===== src/verilog/tea_pkg.sv =====
package tea_pkg;

    // One cipher word, used for both block halves and key words
    typedef logic [31:0] word_t;

    // Loadable words in the order the panel collects them
    typedef enum logic [2:0] {
        slot_v0 = 3'd0,
        slot_v1 = 3'd1,
        slot_k0 = 3'd2,
        slot_k1 = 3'd3,
        slot_k2 = 3'd4,
        slot_k3 = 3'd5
    } slot_t;

    // TEA key schedule constant, added to the round sum once per round
    localparam word_t tea_delta = 32'h9e3779b9;

endpackage


===== src/verilog/panel_sequencer.sv =====
`timescale 1ns/1ps

module panel_sequencer (
    input  logic              clk,
    input  logic              resetn,
    input  logic              go,
    input  logic              decrypt,
    input  logic              done,
    output logic              load_en,
    output tea_pkg::slot_t    load_slot,
    output logic              enc_start,
    output logic              dec_start,
    output logic              clear
);

    // Each word has a press state (register follows the switches)
    // and a release state (word held, waiting for go to drop)
    typedef enum logic [4:0] {
        s_v0,
        s_v0_rel,
        s_v1,
        s_v1_rel,
        s_k0,
        s_k0_rel,
        s_k1,
        s_k1_rel,
        s_k2,
        s_k2_rel,
        s_k3,
        s_k3_rel,
        s_wait_enc,
        s_enc_run,
        s_wait_dec,
        s_dec_run,
        s_wait_clr,
        s_clr_rel
    } state_t;

    state_t state, state_next;

    always_comb begin
        state_next = state;
        case (state)
            s_v0:       if (go) state_next = s_v0_rel;
            s_v0_rel:   if (!go) state_next = s_v1;
            s_v1:       if (go) state_next = s_v1_rel;
            s_v1_rel:   if (!go) state_next = s_k0;
            s_k0:       if (go) state_next = s_k0_rel;
            s_k0_rel:   if (!go) state_next = s_k1;
            s_k1:       if (go) state_next = s_k1_rel;
            s_k1_rel:   if (!go) state_next = s_k2;
            s_k2:       if (go) state_next = s_k2_rel;
            s_k2_rel:   if (!go) state_next = s_k3;
            s_k3:       if (go) state_next = s_k3_rel;
            s_k3_rel:   if (!go) state_next = s_wait_enc;
            s_wait_enc: if (go) state_next = s_enc_run;
            // Button presses are ignored until the engine reports done
            s_enc_run:  if (done) state_next = s_wait_dec;
            s_wait_dec: if (decrypt) state_next = s_dec_run;
            s_dec_run:  if (done) state_next = s_wait_clr;
            s_wait_clr: if (go) state_next = s_clr_rel;
            s_clr_rel:  if (!go) state_next = s_v0;
            default:    state_next = s_v0;
        endcase
    end

    always_ff @(posedge clk) begin
        if (!resetn) begin
            state     <= s_v0;
            enc_start <= 1'b0;
            dec_start <= 1'b0;
            clear     <= 1'b0;
        end else begin
            state     <= state_next;
            // Pulses land one cycle after the button is seen
            enc_start <= (state == s_wait_enc) && go;
            dec_start <= (state == s_wait_dec) && decrypt;
            clear     <= (state == s_wait_clr) && go;
        end
    end

    // Slot follows the state pair it belongs to
    always_comb begin
        case (state)
            s_v1, s_v1_rel: load_slot = tea_pkg::slot_v1;
            s_k0, s_k0_rel: load_slot = tea_pkg::slot_k0;
            s_k1, s_k1_rel: load_slot = tea_pkg::slot_k1;
            s_k2, s_k2_rel: load_slot = tea_pkg::slot_k2;
            s_k3, s_k3_rel: load_slot = tea_pkg::slot_k3;
            default:        load_slot = tea_pkg::slot_v0;
        endcase
    end

    assign load_en = (state == s_v0) || (state == s_v1) || (state == s_k0) ||
                     (state == s_k1) || (state == s_k2) || (state == s_k3);

endmodule


===== src/verilog/tea_regs.sv =====
`timescale 1ns/1ps

module tea_regs #(
    parameter int data_in_w = 10
) (
    input  logic                  clk,
    input  logic                  resetn,
    input  logic [data_in_w-1:0]  data_in,
    input  logic                  load_en,
    input  tea_pkg::slot_t        load_slot,
    input  logic                  clear,
    input  logic                  wr_v0_en,
    input  logic                  wr_v1_en,
    input  tea_pkg::word_t        wr_data,
    output tea_pkg::word_t        v0,
    output tea_pkg::word_t        v1,
    output tea_pkg::word_t        k0,
    output tea_pkg::word_t        k1,
    output tea_pkg::word_t        k2,
    output tea_pkg::word_t        k3
);

    // Indexed by slot, block halves first then the key
    tea_pkg::word_t regs [6];

    always_ff @(posedge clk) begin
        if (!resetn || clear) begin
            for (int i = 0; i < 6; i++) begin
                regs[i] <= '0;
            end
        end else begin
            // Panel words are narrower than a cipher word
            if (load_en) begin
                regs[load_slot] <= tea_pkg::word_t'(data_in);
            end
            // Engine writes only happen while the panel is not loading
            if (wr_v0_en) begin
                regs[tea_pkg::slot_v0] <= wr_data;
            end
            if (wr_v1_en) begin
                regs[tea_pkg::slot_v1] <= wr_data;
            end
        end
    end

    assign v0 = regs[tea_pkg::slot_v0];
    assign v1 = regs[tea_pkg::slot_v1];
    assign k0 = regs[tea_pkg::slot_k0];
    assign k1 = regs[tea_pkg::slot_k1];
    assign k2 = regs[tea_pkg::slot_k2];
    assign k3 = regs[tea_pkg::slot_k3];

endmodule


===== src/verilog/tea_engine.sv =====
`timescale 1ns/1ps

module tea_engine #(
    parameter int rounds = 32
) (
    input  logic            clk,
    input  logic            resetn,
    input  logic            enc_start,
    input  logic            dec_start,
    input  logic            clear,
    input  tea_pkg::word_t  v0,
    input  tea_pkg::word_t  v1,
    input  tea_pkg::word_t  k0,
    input  tea_pkg::word_t  k1,
    input  tea_pkg::word_t  k2,
    input  tea_pkg::word_t  k3,
    output logic            wr_v0_en,
    output logic            wr_v1_en,
    output tea_pkg::word_t  wr_data,
    output logic            done,
    output tea_pkg::word_t  display
);

    localparam int cnt_w = $clog2(rounds + 1);
    // Sum after all encrypt rounds, where decryption begins
    localparam tea_pkg::word_t dec_sum_init = tea_pkg::word_t'(tea_pkg::tea_delta * rounds);

    // Nine steps per round in either direction
    typedef enum logic [4:0] {
        st_idle,
        e_sum,
        e_terms0,
        e_key0,
        e_mix0,
        e_add0,
        e_terms1,
        e_key1,
        e_mix1,
        e_add1,
        d_terms0,
        d_key0,
        d_mix0,
        d_sub1,
        d_terms1,
        d_key1,
        d_mix1,
        d_sub0,
        d_sum
    } step_t;

    step_t              step, step_next;
    tea_pkg::word_t     sum;
    tea_pkg::word_t     term_shl;
    tea_pkg::word_t     term_sum;
    tea_pkg::word_t     term_shr;
    logic [cnt_w-1:0]   round_cnt;
    logic               last_round;
    logic               finish;
    tea_pkg::word_t     new_v1;

    assign last_round = (round_cnt == cnt_w'(rounds - 1));
    assign finish     = last_round && ((step == e_add1) || (step == d_sum));

    always_comb begin
        step_next = step;
        case (step)
            st_idle: begin
                if (enc_start) begin
                    step_next = e_sum;
                end else if (dec_start) begin
                    step_next = d_terms0;
                end
            end
            e_sum:    step_next = e_terms0;
            e_terms0: step_next = e_key0;
            e_key0:   step_next = e_mix0;
            e_mix0:   step_next = e_add0;
            e_add0:   step_next = e_terms1;
            e_terms1: step_next = e_key1;
            e_key1:   step_next = e_mix1;
            e_mix1:   step_next = e_add1;
            e_add1:   step_next = last_round ? st_idle : e_sum;
            d_terms0: step_next = d_key0;
            d_key0:   step_next = d_mix0;
            d_mix0:   step_next = d_sub1;
            d_sub1:   step_next = d_terms1;
            d_terms1: step_next = d_key1;
            d_key1:   step_next = d_mix1;
            d_mix1:   step_next = d_sub0;
            d_sub0:   step_next = d_sum;
            d_sum:    step_next = last_round ? st_idle : d_terms0;
            default:  step_next = st_idle;
        endcase
    end

    // Control, round sum and round count
    always_ff @(posedge clk) begin
        if (!resetn) begin
            step      <= st_idle;
            sum       <= '0;
            round_cnt <= '0;
        end else begin
            step <= step_next;
            if (step == st_idle) begin
                round_cnt <= '0;
                if (enc_start) begin
                    sum <= '0;
                end else if (dec_start) begin
                    sum <= dec_sum_init;
                end
            end
            if (step == e_sum) begin
                sum <= sum + tea_pkg::tea_delta;
            end
            if (step == d_sum) begin
                sum <= sum - tea_pkg::tea_delta;
            end
            if ((step == e_add1) || (step == d_sum)) begin
                round_cnt <= round_cnt + 1'b1;
            end
        end
    end

    // Partial terms: (w << 4) + ka, w + sum, (w >> 5) + kb
    always_ff @(posedge clk) begin
        case (step)
            e_terms0, d_terms1: begin
                term_shl <= v1 << 4;
                term_sum <= v1 + sum;
                term_shr <= v1 >> 5;
            end
            e_terms1, d_terms0: begin
                term_shl <= v0 << 4;
                term_sum <= v0 + sum;
                term_shr <= v0 >> 5;
            end
            e_key0, d_key1: begin
                term_shl <= term_shl + k0;
                term_shr <= term_shr + k1;
            end
            e_key1, d_key0: begin
                term_shl <= term_shl + k2;
                term_shr <= term_shr + k3;
            end
            e_mix0, e_mix1, d_mix0, d_mix1: begin
                term_shl <= term_shl ^ term_sum ^ term_shr;
            end
            default: begin
                term_shl <= term_shl;
            end
        endcase
    end

    assign wr_v0_en = (step == e_add0) || (step == d_sub0);
    assign wr_v1_en = (step == e_add1) || (step == d_sub1);

    always_comb begin
        case (step)
            e_add0:  wr_data = v0 + term_shl;
            e_add1:  wr_data = v1 + term_shl;
            d_sub1:  wr_data = v1 - term_shl;
            d_sub0:  wr_data = v0 - term_shl;
            default: wr_data = '0;
        endcase
    end

    // Encryption finishes on a v1 write, so pick up the word in flight
    assign new_v1 = wr_v1_en ? wr_data : v1;

    always_ff @(posedge clk) begin
        if (!resetn) begin
            done    <= 1'b0;
            display <= '0;
        end else begin
            done <= finish;
            if (clear) begin
                display <= '0;
            end else if (finish) begin
                display <= {new_v1[15:0], v0[15:0]};
            end
        end
    end

endmodule


===== src/verilog/crypt_machine.sv =====
`timescale 1ns/1ps

module crypt_machine #(
    parameter int data_in_w = 10,
    parameter int rounds    = 32
) (
    input  logic                  clk,
    input  logic                  resetn,
    input  logic [data_in_w-1:0]  data_in,
    input  logic                  go,
    input  logic                  decrypt,
    output tea_pkg::word_t        display
);

    logic            load_en;
    tea_pkg::slot_t  load_slot;
    logic            enc_start;
    logic            dec_start;
    logic            clear;
    logic            done;
    logic            wr_v0_en;
    logic            wr_v1_en;
    tea_pkg::word_t  wr_data;
    tea_pkg::word_t  v0, v1, k0, k1, k2, k3;

    // Front panel buttons to strobes and pulses
    panel_sequencer u_panel (
        .clk       (clk),
        .resetn    (resetn),
        .go        (go),
        .decrypt   (decrypt),
        .done      (done),
        .load_en   (load_en),
        .load_slot (load_slot),
        .enc_start (enc_start),
        .dec_start (dec_start),
        .clear     (clear)
    );

    tea_regs #(
        .data_in_w (data_in_w)
    ) u_regs (
        .clk       (clk),
        .resetn    (resetn),
        .data_in   (data_in),
        .load_en   (load_en),
        .load_slot (load_slot),
        .clear     (clear),
        .wr_v0_en  (wr_v0_en),
        .wr_v1_en  (wr_v1_en),
        .wr_data   (wr_data),
        .v0        (v0),
        .v1        (v1),
        .k0        (k0),
        .k1        (k1),
        .k2        (k2),
        .k3        (k3)
    );

    tea_engine #(
        .rounds (rounds)
    ) u_engine (
        .clk       (clk),
        .resetn    (resetn),
        .enc_start (enc_start),
        .dec_start (dec_start),
        .clear     (clear),
        .v0        (v0),
        .v1        (v1),
        .k0        (k0),
        .k1        (k1),
        .k2        (k2),
        .k3        (k3),
        .wr_v0_en  (wr_v0_en),
        .wr_v1_en  (wr_v1_en),
        .wr_data   (wr_data),
        .done      (done),
        .display   (display)
    );

endmodule


===== config.mk =====
export PLATFORM = sky130hd
export DESIGN_NAME = crypt_machine
export DESIGN_NICKNAME = d
export VERILOG_FILES = /design/src/verilog/tea_pkg.sv /design/src/verilog/panel_sequencer.sv /design/src/verilog/tea_regs.sv /design/src/verilog/tea_engine.sv /design/src/verilog/crypt_machine.sv
export SDC_FILE = /design/constraint.sdc
export NUM_CORES = 1
export LEC_CHECK = 0
export BUFFER_PORTS_ARGS = -buffer_cell sky130_fd_sc_hd__buf_2
export CORE_ASPECT_RATIO = 0.5
export CORE_MARGIN = 2
export CORE_UTILIZATION = 55
export DETAILED_ROUTE_END_ITERATION = 10
export PLACE_DENSITY = 0.71
export RECOVER_POWER = 25
export SYNTH_ARGS = -nofsm -noshare
export SYNTH_HDL_FRONTEND = slang
export SYNTH_HIERARCHICAL = 1
export SYNTH_SLANG_ARGS = --single-unit

===== constraint.sdc =====
create_clock -name clk -period 8.65 [get_ports clk]
set_clock_uncertainty 0.2 [all_clocks]
set_input_delay 1.73 -clock clk [delete_from_list [all_inputs] [get_ports clk]]
set_output_delay 1.73 -clock clk [all_outputs]
set_load 0.02 [all_outputs]

Word-level counts from Yosys, hierarchy flattened:

Memory sizes are Yosys's and may differ from the RTL's. A register that Yosys moved wholly into a read port is not among the register bits.
Cells that the tools add are included.

* add/subtract/negate cells: 13
* multipliers: 0
* divide/modulo/power cells: 0
* magnitude comparators: 0
* eq/ne operators: 57
* shifts and indexed selects: 0
* mux-type cells: 55
* bitwise operators: 11
* reduce and logical (&&, ||, !) cells: 31

Operators with widths (number)
* adder 32 bit: 8
* two-way mux 32 bit: 8
* case mux 32 bit (4 select lines): 2
* case mux 32 bit (5 select lines): 1
* two-way mux 5 bit: 20
* case mux 5 bit (19 select lines): 1
* case mux 5 bit (18 select lines): 1
* == test 5 x 4 -> 1 bit (second input constant): 16
* case mux 32 bit (2 select lines): 1
* subtractor 32 bit: 2
* bitwise XOR 32 bit: 2
* == test 5 x 3 -> 1 bit (second input constant): 8
* adder 32 bit (second input constant): 1
* inequality test 2 bit (second input constant): 16
* OR reduction 32 bit: 1
* subtractor 32 bit (second input constant): 1
* == test 5 bit (second input constant): 5
* == test 5 x 2 -> 1 bit (second input constant): 4
* AND reduction 18 bit: 1
* two-way mux 16 bit: 1
* two-way mux 1 bit: 13
* two-way mux 4 bit: 3
* two-way mux 6 bit: 2
* == test 5 x 1 -> 1 bit (second input constant): 2
* 20 further kinds: 47

* register bits after elaboration: 180
* bits in latches: 0
* memory bits (writable): 192
* bits in read-only memories: 48
* input port bits: 14
* logic and storage cells: 181
* memories kept: 2

Memories
* u_regs.regs: words 6, bits a word 32, rd ports 6, clocked after memory_dff 0, wr ports 6, RTL line tea_regs.sv:24 `tea_pkg::word_t regs [6];`
* (name not given): words 16, bits a word 3, rd ports 1, clocked after memory_dff 1, wr ports 0, RTL line panel_sequencer.sv:84 `case (state)`

Depth between registers and ports, before layout:

Gate-level depths: netlist (run 1).

* word-level depth: 13
* mapped depth: 23
* depth with buffers taken out: 22

Modules after synthesis:

Netlist (run 1), hierarchy kept.

By module, submodules not included
* tea_engine: times used 1, cells each 2344, area each 18639.1 um^2, sequential area each 4404.2 um^2
* tea_regs: times used 1, cells each 357, area each 4778.3 um^2, sequential area each 3123.0 um^2
* panel_sequencer: times used 1, cells each 74, area each 625.6 um^2, sequential area each 220.2 um^2

Least setup slack after synthesis (run 1):

No wires, ideal clock.

* path type: register -> register
* start point: register u_engine.step[4]
* end point: register u_engine.term_shr[31] (data pin)
* arrival: 6299 ps
* required time: 8303 ps
* path slack: 2004 ps
* cell stages (with the launch flop): 17
* path buffers: 1
* clock period less this slack: 6646 ps
* cells stage by stage: dfxtp_1 -> nor2b_1 -> nand2_1 -> nor2_1 -> clkbuf_1 -> mux2_2 -> ha_1 -> a21o_1 -> a21o_1 -> a2111oi_0 -> o21ai_0 -> a41oi_1 -> a21oi_2 -> and4_1 -> o31a_1 -> or3_1 -> a21oi_1

* longest elaborated chain between the ends: 3

RTL lines
* from (decl): RTL line tea_engine.sv:51 `step_t step, step_next;`
* from (signal assigned): RTL line tea_engine.sv:99 `step <= st_idle;`
* from (signal assigned): RTL line tea_engine.sv:103 `step <= step_next;`
* == test 5 x 3 -> 1 bit, or another cell as far along: RTL line tea_engine.sv:126 `case (step)`
* OR reduction 2 bit: RTL line tea_engine.sv:126
* case mux 32 bit (4 select lines) *: RTL line tea_engine.sv:126
* to (signal assigned): RTL line tea_engine.sv:130 `term_shr <= v1 >> 5;`
* to (signal assigned): RTL line tea_engine.sv:135 `term_shr <= v0 >> 5;`
* to (signal assigned): RTL line tea_engine.sv:139 `term_shr <= term_shr + k1;`
* to (decl): RTL line tea_engine.sv:55 `tea_pkg::word_t term_shr;`

Every way passes the cells marked *; elsewhere a longest branch is shown, timed or not.
A chain may end at the register's enable or synchronous reset.

Final worst setup path (run 1):

* start point: register u_engine.step[1]
* end point: register u_engine.term_shr[31] (data pin)

The elaborated chain is that of the path after synthesis.

==> impl_metrics.json, run 1 <==
{
  "synth_area_leaders": "edfxtp_1 25%, ha_1 8.6%, dfxtp_1 7.2%",
  "combPwrFrac_pct": 39.5,
  "fin_hold_ws_ns": 0.251,
  "reg2reg_depth": 15,
  "fin_crit_ns": 6.08,
  "cts_root_buf": "clkbuf_16",
  "vdd.ir_drop.worst_uv": 139,
  "die-area_sq_um": 45500,
  "seq_power_share_pct": 35.3,
  "viasPerCell": 6.26,
  "grt_overflow_total": 0,
  "portBuffers": 45,
  "ant_nets": 0,
  "wire_per_inst_um": 20.8,
  "postCtsSetupBuffers": 0,
  "hpwl_um": 51400,
  "power_density_nw_per_um2": 211,
  "startpoint_type": "register",
  "cts_tree": "done",
  "die_h_um": 152,
  "setup_viol": 0,
  "pin_count": 46,
  "gp_congestion": 0.975,
  "rsz0062_at_grt": "false",
  "drc": 0,
  "grt_antenna_before_repair": 0,
  "clockBufferDepth": 3,
  "synth_area_sq_um": 24000,
  "leakagePower_nw": 10.4,
  "clockPowerShare_pct": 25.2,
  "hold_depth": 2,
  "start_util_pct": 55.4,
  "yosysWarnings": 6,
  "cts_hold_buf": 0,
  "hold_path_class": "register to register",
  "std_cell_rows": 54,
  "status": "finished with violations",
  "vias": 21000,
  "synth_seq_cells": 287,
  "fin_nets": 2939,
  "use_met1_pct": 45.1,
  "ys.flop_type": "edfxtp_1",
  "synth.distinct_cells": 92,
  "grt_util_all_layers_pct": 29.7,
  "cts_max_level": 1,
  "core_area_sq_um": 43400,
  "switchingPower_mw": 2.06,
  "synth_largest_area_cell": "edfxtp_1",
  "max_freq_ghz": 0.164,
  "grt_use_met2_pct": 44.0,
  "grt_util_met3_pct": 4.66,
  "wl_um": 69900,
  "syn-instance-count": 2775,
  "insertion_delay_ns": 0.59,
  "arrival_ns": 6.32,
  "die_x_um": 300,
  "syn2layout_area_growth_pct": 5.64,
  "drtIter0Drc": 2294,
  "avgSynthCellArea_sq_um": 8.66,
  "fin_setup_tns_ns": 0,
  "slew_violations": 101,
  "async_reset_ff_share_pct": 0,
  "synth_seq_area_share_pct": 32.2,
  "cp_max_fo": 49,
  "synth_top_area_share_pct": 25.0,
  "post-route-worst-setup-slack_ns": 2.57,
  "violations": "capacitance limit, slew limit",
  "final_hold_viol_count": 0,
  "grt_pass1_wl_um": 108000,
  "path_clk_slew_ns": 0.07,
  "switching_share_pct": 38.5,
  "firstDrtPassIters": 6,
  "clkSinkCount": 287,
  "cts_resized": 0,
  "fin_crit_sh_pct": 70.3,
  "relSlewSlack_pct": -52.2,
  "crit_required_ns": 8.89,
  "place_ws_ns": 2.67,
  "maxCapViolCount": 3,
  "cts-buffers-inserted": 29,
  "intPower_mw": 3.29,
  "top_usage_layer": "met1",
  "grt_max_degree": 66,
  "diodes": 0,
  "crit_path_end_kind": "register",
  "synth_edf_count": 200,
  "grt_pass1_vias": 18800,
  "path_class": "register to register",
  "drive_gt1_share_pct": 8.35,
  "max_slew.worst_pin.slew_ns": 2.28
}
[cell usage in the layout, fill, tap and decap left out, drive strengths merged, types with 22 or more instances in the layout]
master  synthesis  routed
conb            1      88
or3            25      25
a21o           76      76
a211oi         27      27
a31oi          29      29
o22ai          34      34
nor3           77      77
mux2           63      63
nor2b          29      29
xnor2         179     179
inv            70      74
nand2b         33      33
o32ai          22      22
buf           111      79
nand2         294     294
o21ai         167     167
ha            166     166
clkbuf        110      32
dfxtp          87      87
nor2          213     213
o21a           25      25
edfxtp        200     200
a21oi         223     223
o211ai         27      27
nand3          42      42
xor2           93      93
and3           68      68
[sequential cells by signal, indices dropped and copies added, names as in the netlist, 6 cells and up, named ones only]
signal / flops
u_engine/round_cnt: 6
u_regs/regs: 104
u_engine/term_shl: 32
u_engine/term_shr: 32
u_engine/sum: 32
u_engine/term_sum: 32
u_engine/display: 32
[area by class of cell]
class	count	area [sq um]
Clock buffer	29	726
Clock inverter	25	259
Fill cell	3937	18000
Inverter	72	270
Multi-Input combinational cell	2282	15200
Sequential cell	287	7750
Tap cell	588	736
Timing Repair Buffer	82	492
[power groups by stage]
stage | logic, mW | clock network (mW) | registers (mW)
final | 2.12 | 1.35 | 1.89
after global routing | 2.33 | 1.41 | 1.90
after CTS | 2.06 | 1.36 | 1.87
after detailed placement | 2.04 | 0 | 1.90
after global placement | 2.03 | 0 | 1.90
after floorplan | 1.69 | 0 | 1.80
[Yosys cell counts, drive strengths merged (63+ instances only)]
cell / count
buf: 111
mux2: 63
nor3: 77
o21ai: 167
nand2: 294
xor2: 93
edfxtp: 200
ha: 166
clkbuf: 110
inv: 70
xnor2: 179
a21o: 76
dfxtp: 87
and3: 68
nor2: 213
a21oi: 223
[cells by family after synthesis]
| group | synth area share, % |
|---|---|
| flops | 32.2 |
| compound gates | 21.6 |
| mux | 3.28 |
| simple gates | 17.8 |
| fa+ha+maj | 9.05 |
| buf+inv | 6.13 |
| xor+xnor | 9.91 |
| other cells | 0.0156 |
[stage by stage]
stage | total power [mW] | utilization, % | std cells | instance area (sq um)
3_3_place_gp | 3.93 | 56.3 | 3311 | 24400
3_5_place_dp | 3.94 | 56.3 | 3311 | 24400
5_1_grt | 5.65 | 58.6 | 3365 | 25400
4_1_cts | 5.29 | 58.6 | 3365 | 25400
2_1_floorplan | 3.49 | - | 2862 | 24400
6_report | 5.35 | 58.6 | 3365 | 25400
[path summary, 6_finish.rpt]
path	startpoint	endpoint	slack [ns]
max	u_engine/step[1]	u_engine/term_shr[31]	2.57
min	u_engine/display[17]	u_engine/display[17]	0.25
max reg2reg	u_engine/step[1]	u_engine/term_shr[31]	2.57
min reg2reg	u_engine/display[17]	u_engine/display[17]	0.25
[metal layers]
layer / vias up / routed length (um)
met5: - / 0
met4: 0 / 1880
met3: 122 / 6240
met2: 959 / 29300
met1: 9933 / 32400
li1: 10000 / -
[worst max-delay path, stage by stage (launching register included)]
cell and delay [ns]:
dfxtp_1 0.53, nor2b_1 0.22, nand2_1 0.07, buf_4 0.29
nor2_4 0.47, buf_4 0.66, mux2_2 0.42, ha_1 0.21
a2111oi_0 0.53, o21ai_0 0.26, a41oi_1 0.82, a21oi_2 0.22
and4_1 0.28, o31a_1 0.28, or3_1 0.31, a21oi_1 0.14
Power figures use the tool's default switching activity.
==> run 2: changes to the inputs <==
==> constraint.sdc (replaced) <==
create_clock -name clk -period 5.6 [get_ports clk]
set_clock_uncertainty 0.2 [all_clocks]
set_input_delay 1.12 -clock clk [delete_from_list [all_inputs] [get_ports clk]]
set_output_delay 1.12 -clock clk [all_outputs]
set_load 0.02 [all_outputs]
==> impl_metrics.json, run 2 (synthesis results as in run 1) <==
{
  "status": "finished with violations",
  "violations": "capacitance limit, slew limit",
  "die-area_sq_um": 45500,
  "fin_crit_sh_pct": 95.8,
  "clkSinkCount": 287,
  "crit_required_ns": 5.73,
  "slowest_delay_ns": 0.53,
  "clockPowerShare_pct": 25.2,
  "seqCellArea_sq_um": 7750,
  "power_density_nw_per_um2": 325,
  "switching_share_pct": 38.1,
  "fin_nets": 2969,
  "seq_power_share_pct": 34.3,
  "fillers": 3925,
  "cts_root_buf": "clkbuf_16",
  "die_h_um": 152,
  "critPathBufInv": 1,
  "max_slew.worst_pin.slew_ns": 2.24,
  "grt_util_all_layers_pct": 30.2,
  "post-route-util_pct": 59.2,
  "cp_max_fo": 5,
  "cts_tree": "done",
  "grt_max_degree": 62,
  "pin_count": 46,
  "hpwl_um": 52000,
  "diodes": 0,
  "grt_pass1_wl_um": 109000,
  "start_util_pct": 55.4,
  "firstDrtPassIters": 7,
  "hold_path_class": "register to register",
  "arrival_ns": 5.50,
  "path_class": "register to register",
  "viasPerCell": 6.22,
  "intPower_mw": 5.18,
  "syn2layout_area_growth_pct": 6.87,
  "multiInputGateArea_sq_um": 15200,
  "std_cell_rows": 54,
  "crit_family": "simple AND/OR/NAND/NOR gates",
  "leakagePower_nw": 10.5,
  "slew_violations": 103,
  "grt_overflow_total": 0,
  "setup_viol": 0,
  "grt_antenna_before_repair": 0,
  "layout_common_cells": "294 x nand2_1, 222 x a21oi_1, 210 x nor2_1, 200 x edfxtp_1, 179 x xnor2_1",
  "combPwrFrac_pct": 40.5,
  "regMostFlops": "u_regs/regs",
  "core_area_sq_um": 43400,
  "fin_area_sq_um": 25700,
  "relSlewSlack_pct": -49.4,
  "clockBufferDepth": 3,
  "drtIter0Drc": 2272,
  "drive_gt1_share_pct": 9.05,
  "cp_cell_sequence": "inv_1 -> ha_1 -> nor3b_4 -> nor3b_4 -> nand2b_1 -> or2_4 -> or3_4 -> or4_4 -> nor3_1 -> nor2_1 -> xnor2_1 -> ha_1 -> and4_1 -> a31oi_1 -> a21oi_1 -> a311o_1 -> nand4_1 -> o21ai_0 -> mux2i_1 -> o211ai_1 -> and3_1",
  "cp_slowest_cell": "or4_4",
  "vdd.ir_drop.worst_uv": 235,
  "rsz0062_at_grt": "false",
  "largest_reg_flops": 104,
  "ant_nets": 0,
  "startpoint_type": "register",
  "reg2reg_slack_ns": 0.24,
  "postPlaceCellArea_sq_um": 24600,
  "path_clk_slew_ns": 0.07,
  "maxCapViolCount": 3,
  "crit_path_end_kind": "register",
  "max_freq_ghz": 0.186,
  "fin_crit_ns": 5.36,
  "cts-buffers-inserted": 29,
  "vias": 21100,
  "portBuffers": 45,
  "insertion_delay_ns": 0.59,
  "switchingPower_mw": 3.18,
  "drc": 0,
  "fin_setup_tns_ns": 0,
  "final_common_cell": "nand2_1",
  "gp_congestion": 0.966,
  "final_hold_viol_count": 0,
  "grt_pass1_vias": 19200,
  "cts_max_level": 1,
  "wire_per_inst_um": 20.7,
  "wl_um": 70200,
  "die_x_um": 300
}
## run 2: cell types whose count changed in the layout (fill, tap and decap cells not counted), sizes merged
cell	previous run	this run
inv	74	73
bufinv	4	5
clkinv	14	16
clkinvlp	5	3
buf	79	96
clkbuf	32	45
## run 2: timing repair
item,in CTS,in global routing
hold buffers,0,0
hold endpoints to repair,0,0
setup buffers,0,3
setup endpoints to repair,6,14
pin swaps,0,2
resized for setup,2,14
cloned,0,0
## run 2: worst min-delay path, delay by kind of cell, from the launching register on
| kind | cells | cell delay [ns] |
|---|---|---|
| AO/OA/AOI/OAI | 1 | 0.05 |
| flip-flops | 1 | 0.31 |
| AND/OR/NAND/NOR | 1 | 0.05 |
## run 2: through the flow
step           hold WS [ns]  total power, mW  setup WS [ns]  cells
2_1_floorplan         0.250             5.39         0.0831   2862
3_3_place_gp          0.239             6.12        -0.0311   3338
3_5_place_dp          0.244             6.13         -0.189   3338
4_1_cts               0.253             8.26         0.0558   3392
5_1_grt               0.288             8.82         0.0129   3395
6_report              0.255             8.36          0.237   3395
## run 2: final cells by class
type / instances / share of cell area, %
Tap cell: 588 / 2.86
Multi-Input combinational cell: 2282 / 59.3
Timing Repair Buffer: 112 / 2.77
Clock buffer: 29 / 2.82
Clock inverter: 25 / 1.05
Inverter: 72 / 1.05
Sequential cell: 287 / 30.2
## run 2: layer usage
| metal | share of wire [%] | global-route usage (%) | wire, um | vias up |
|---|---|---|---|---|
| met5 | 0 | 0 | 0 | - |
| met4 | 2.5 | 7.64 | 1790 | 0 |
| met3 | 8.9 | 4.66 | 6220 | 104 |
| met2 | 42 | 45.2 | 29700 | 897 |
| met1 | 46 | 45.3 | 32500 | 10000 |
| li1 | - | - | - | 10100 |
## run 2: final timing paths
| check | end | cells past startpoint | startpoint |
|---|---|---|---|
| setup reg to reg | u_regs/regs[0][31] | 21 | u_engine/term_shl[1] |
| hold reg to reg | u_engine/display[14] | 2 | u_engine/display[14] |
| setup / recovery | u_regs/regs[0][31] | 21 | u_engine/term_shl[1] |
| hold / removal | u_engine/display[14] | 2 | u_engine/display[14] |
## run 2: power by group through the flow
stage	registers (mW)	clock network [mW]	logic, mW
2_1_floorplan	2.77	0	2.62
3_3_place_gp	2.89	0	3.23
3_5_place_dp	2.90	0	3.24
4_1_cts	2.85	2.14	3.27
5_1_grt	2.89	2.20	3.73
6_report	2.87	2.11	3.39
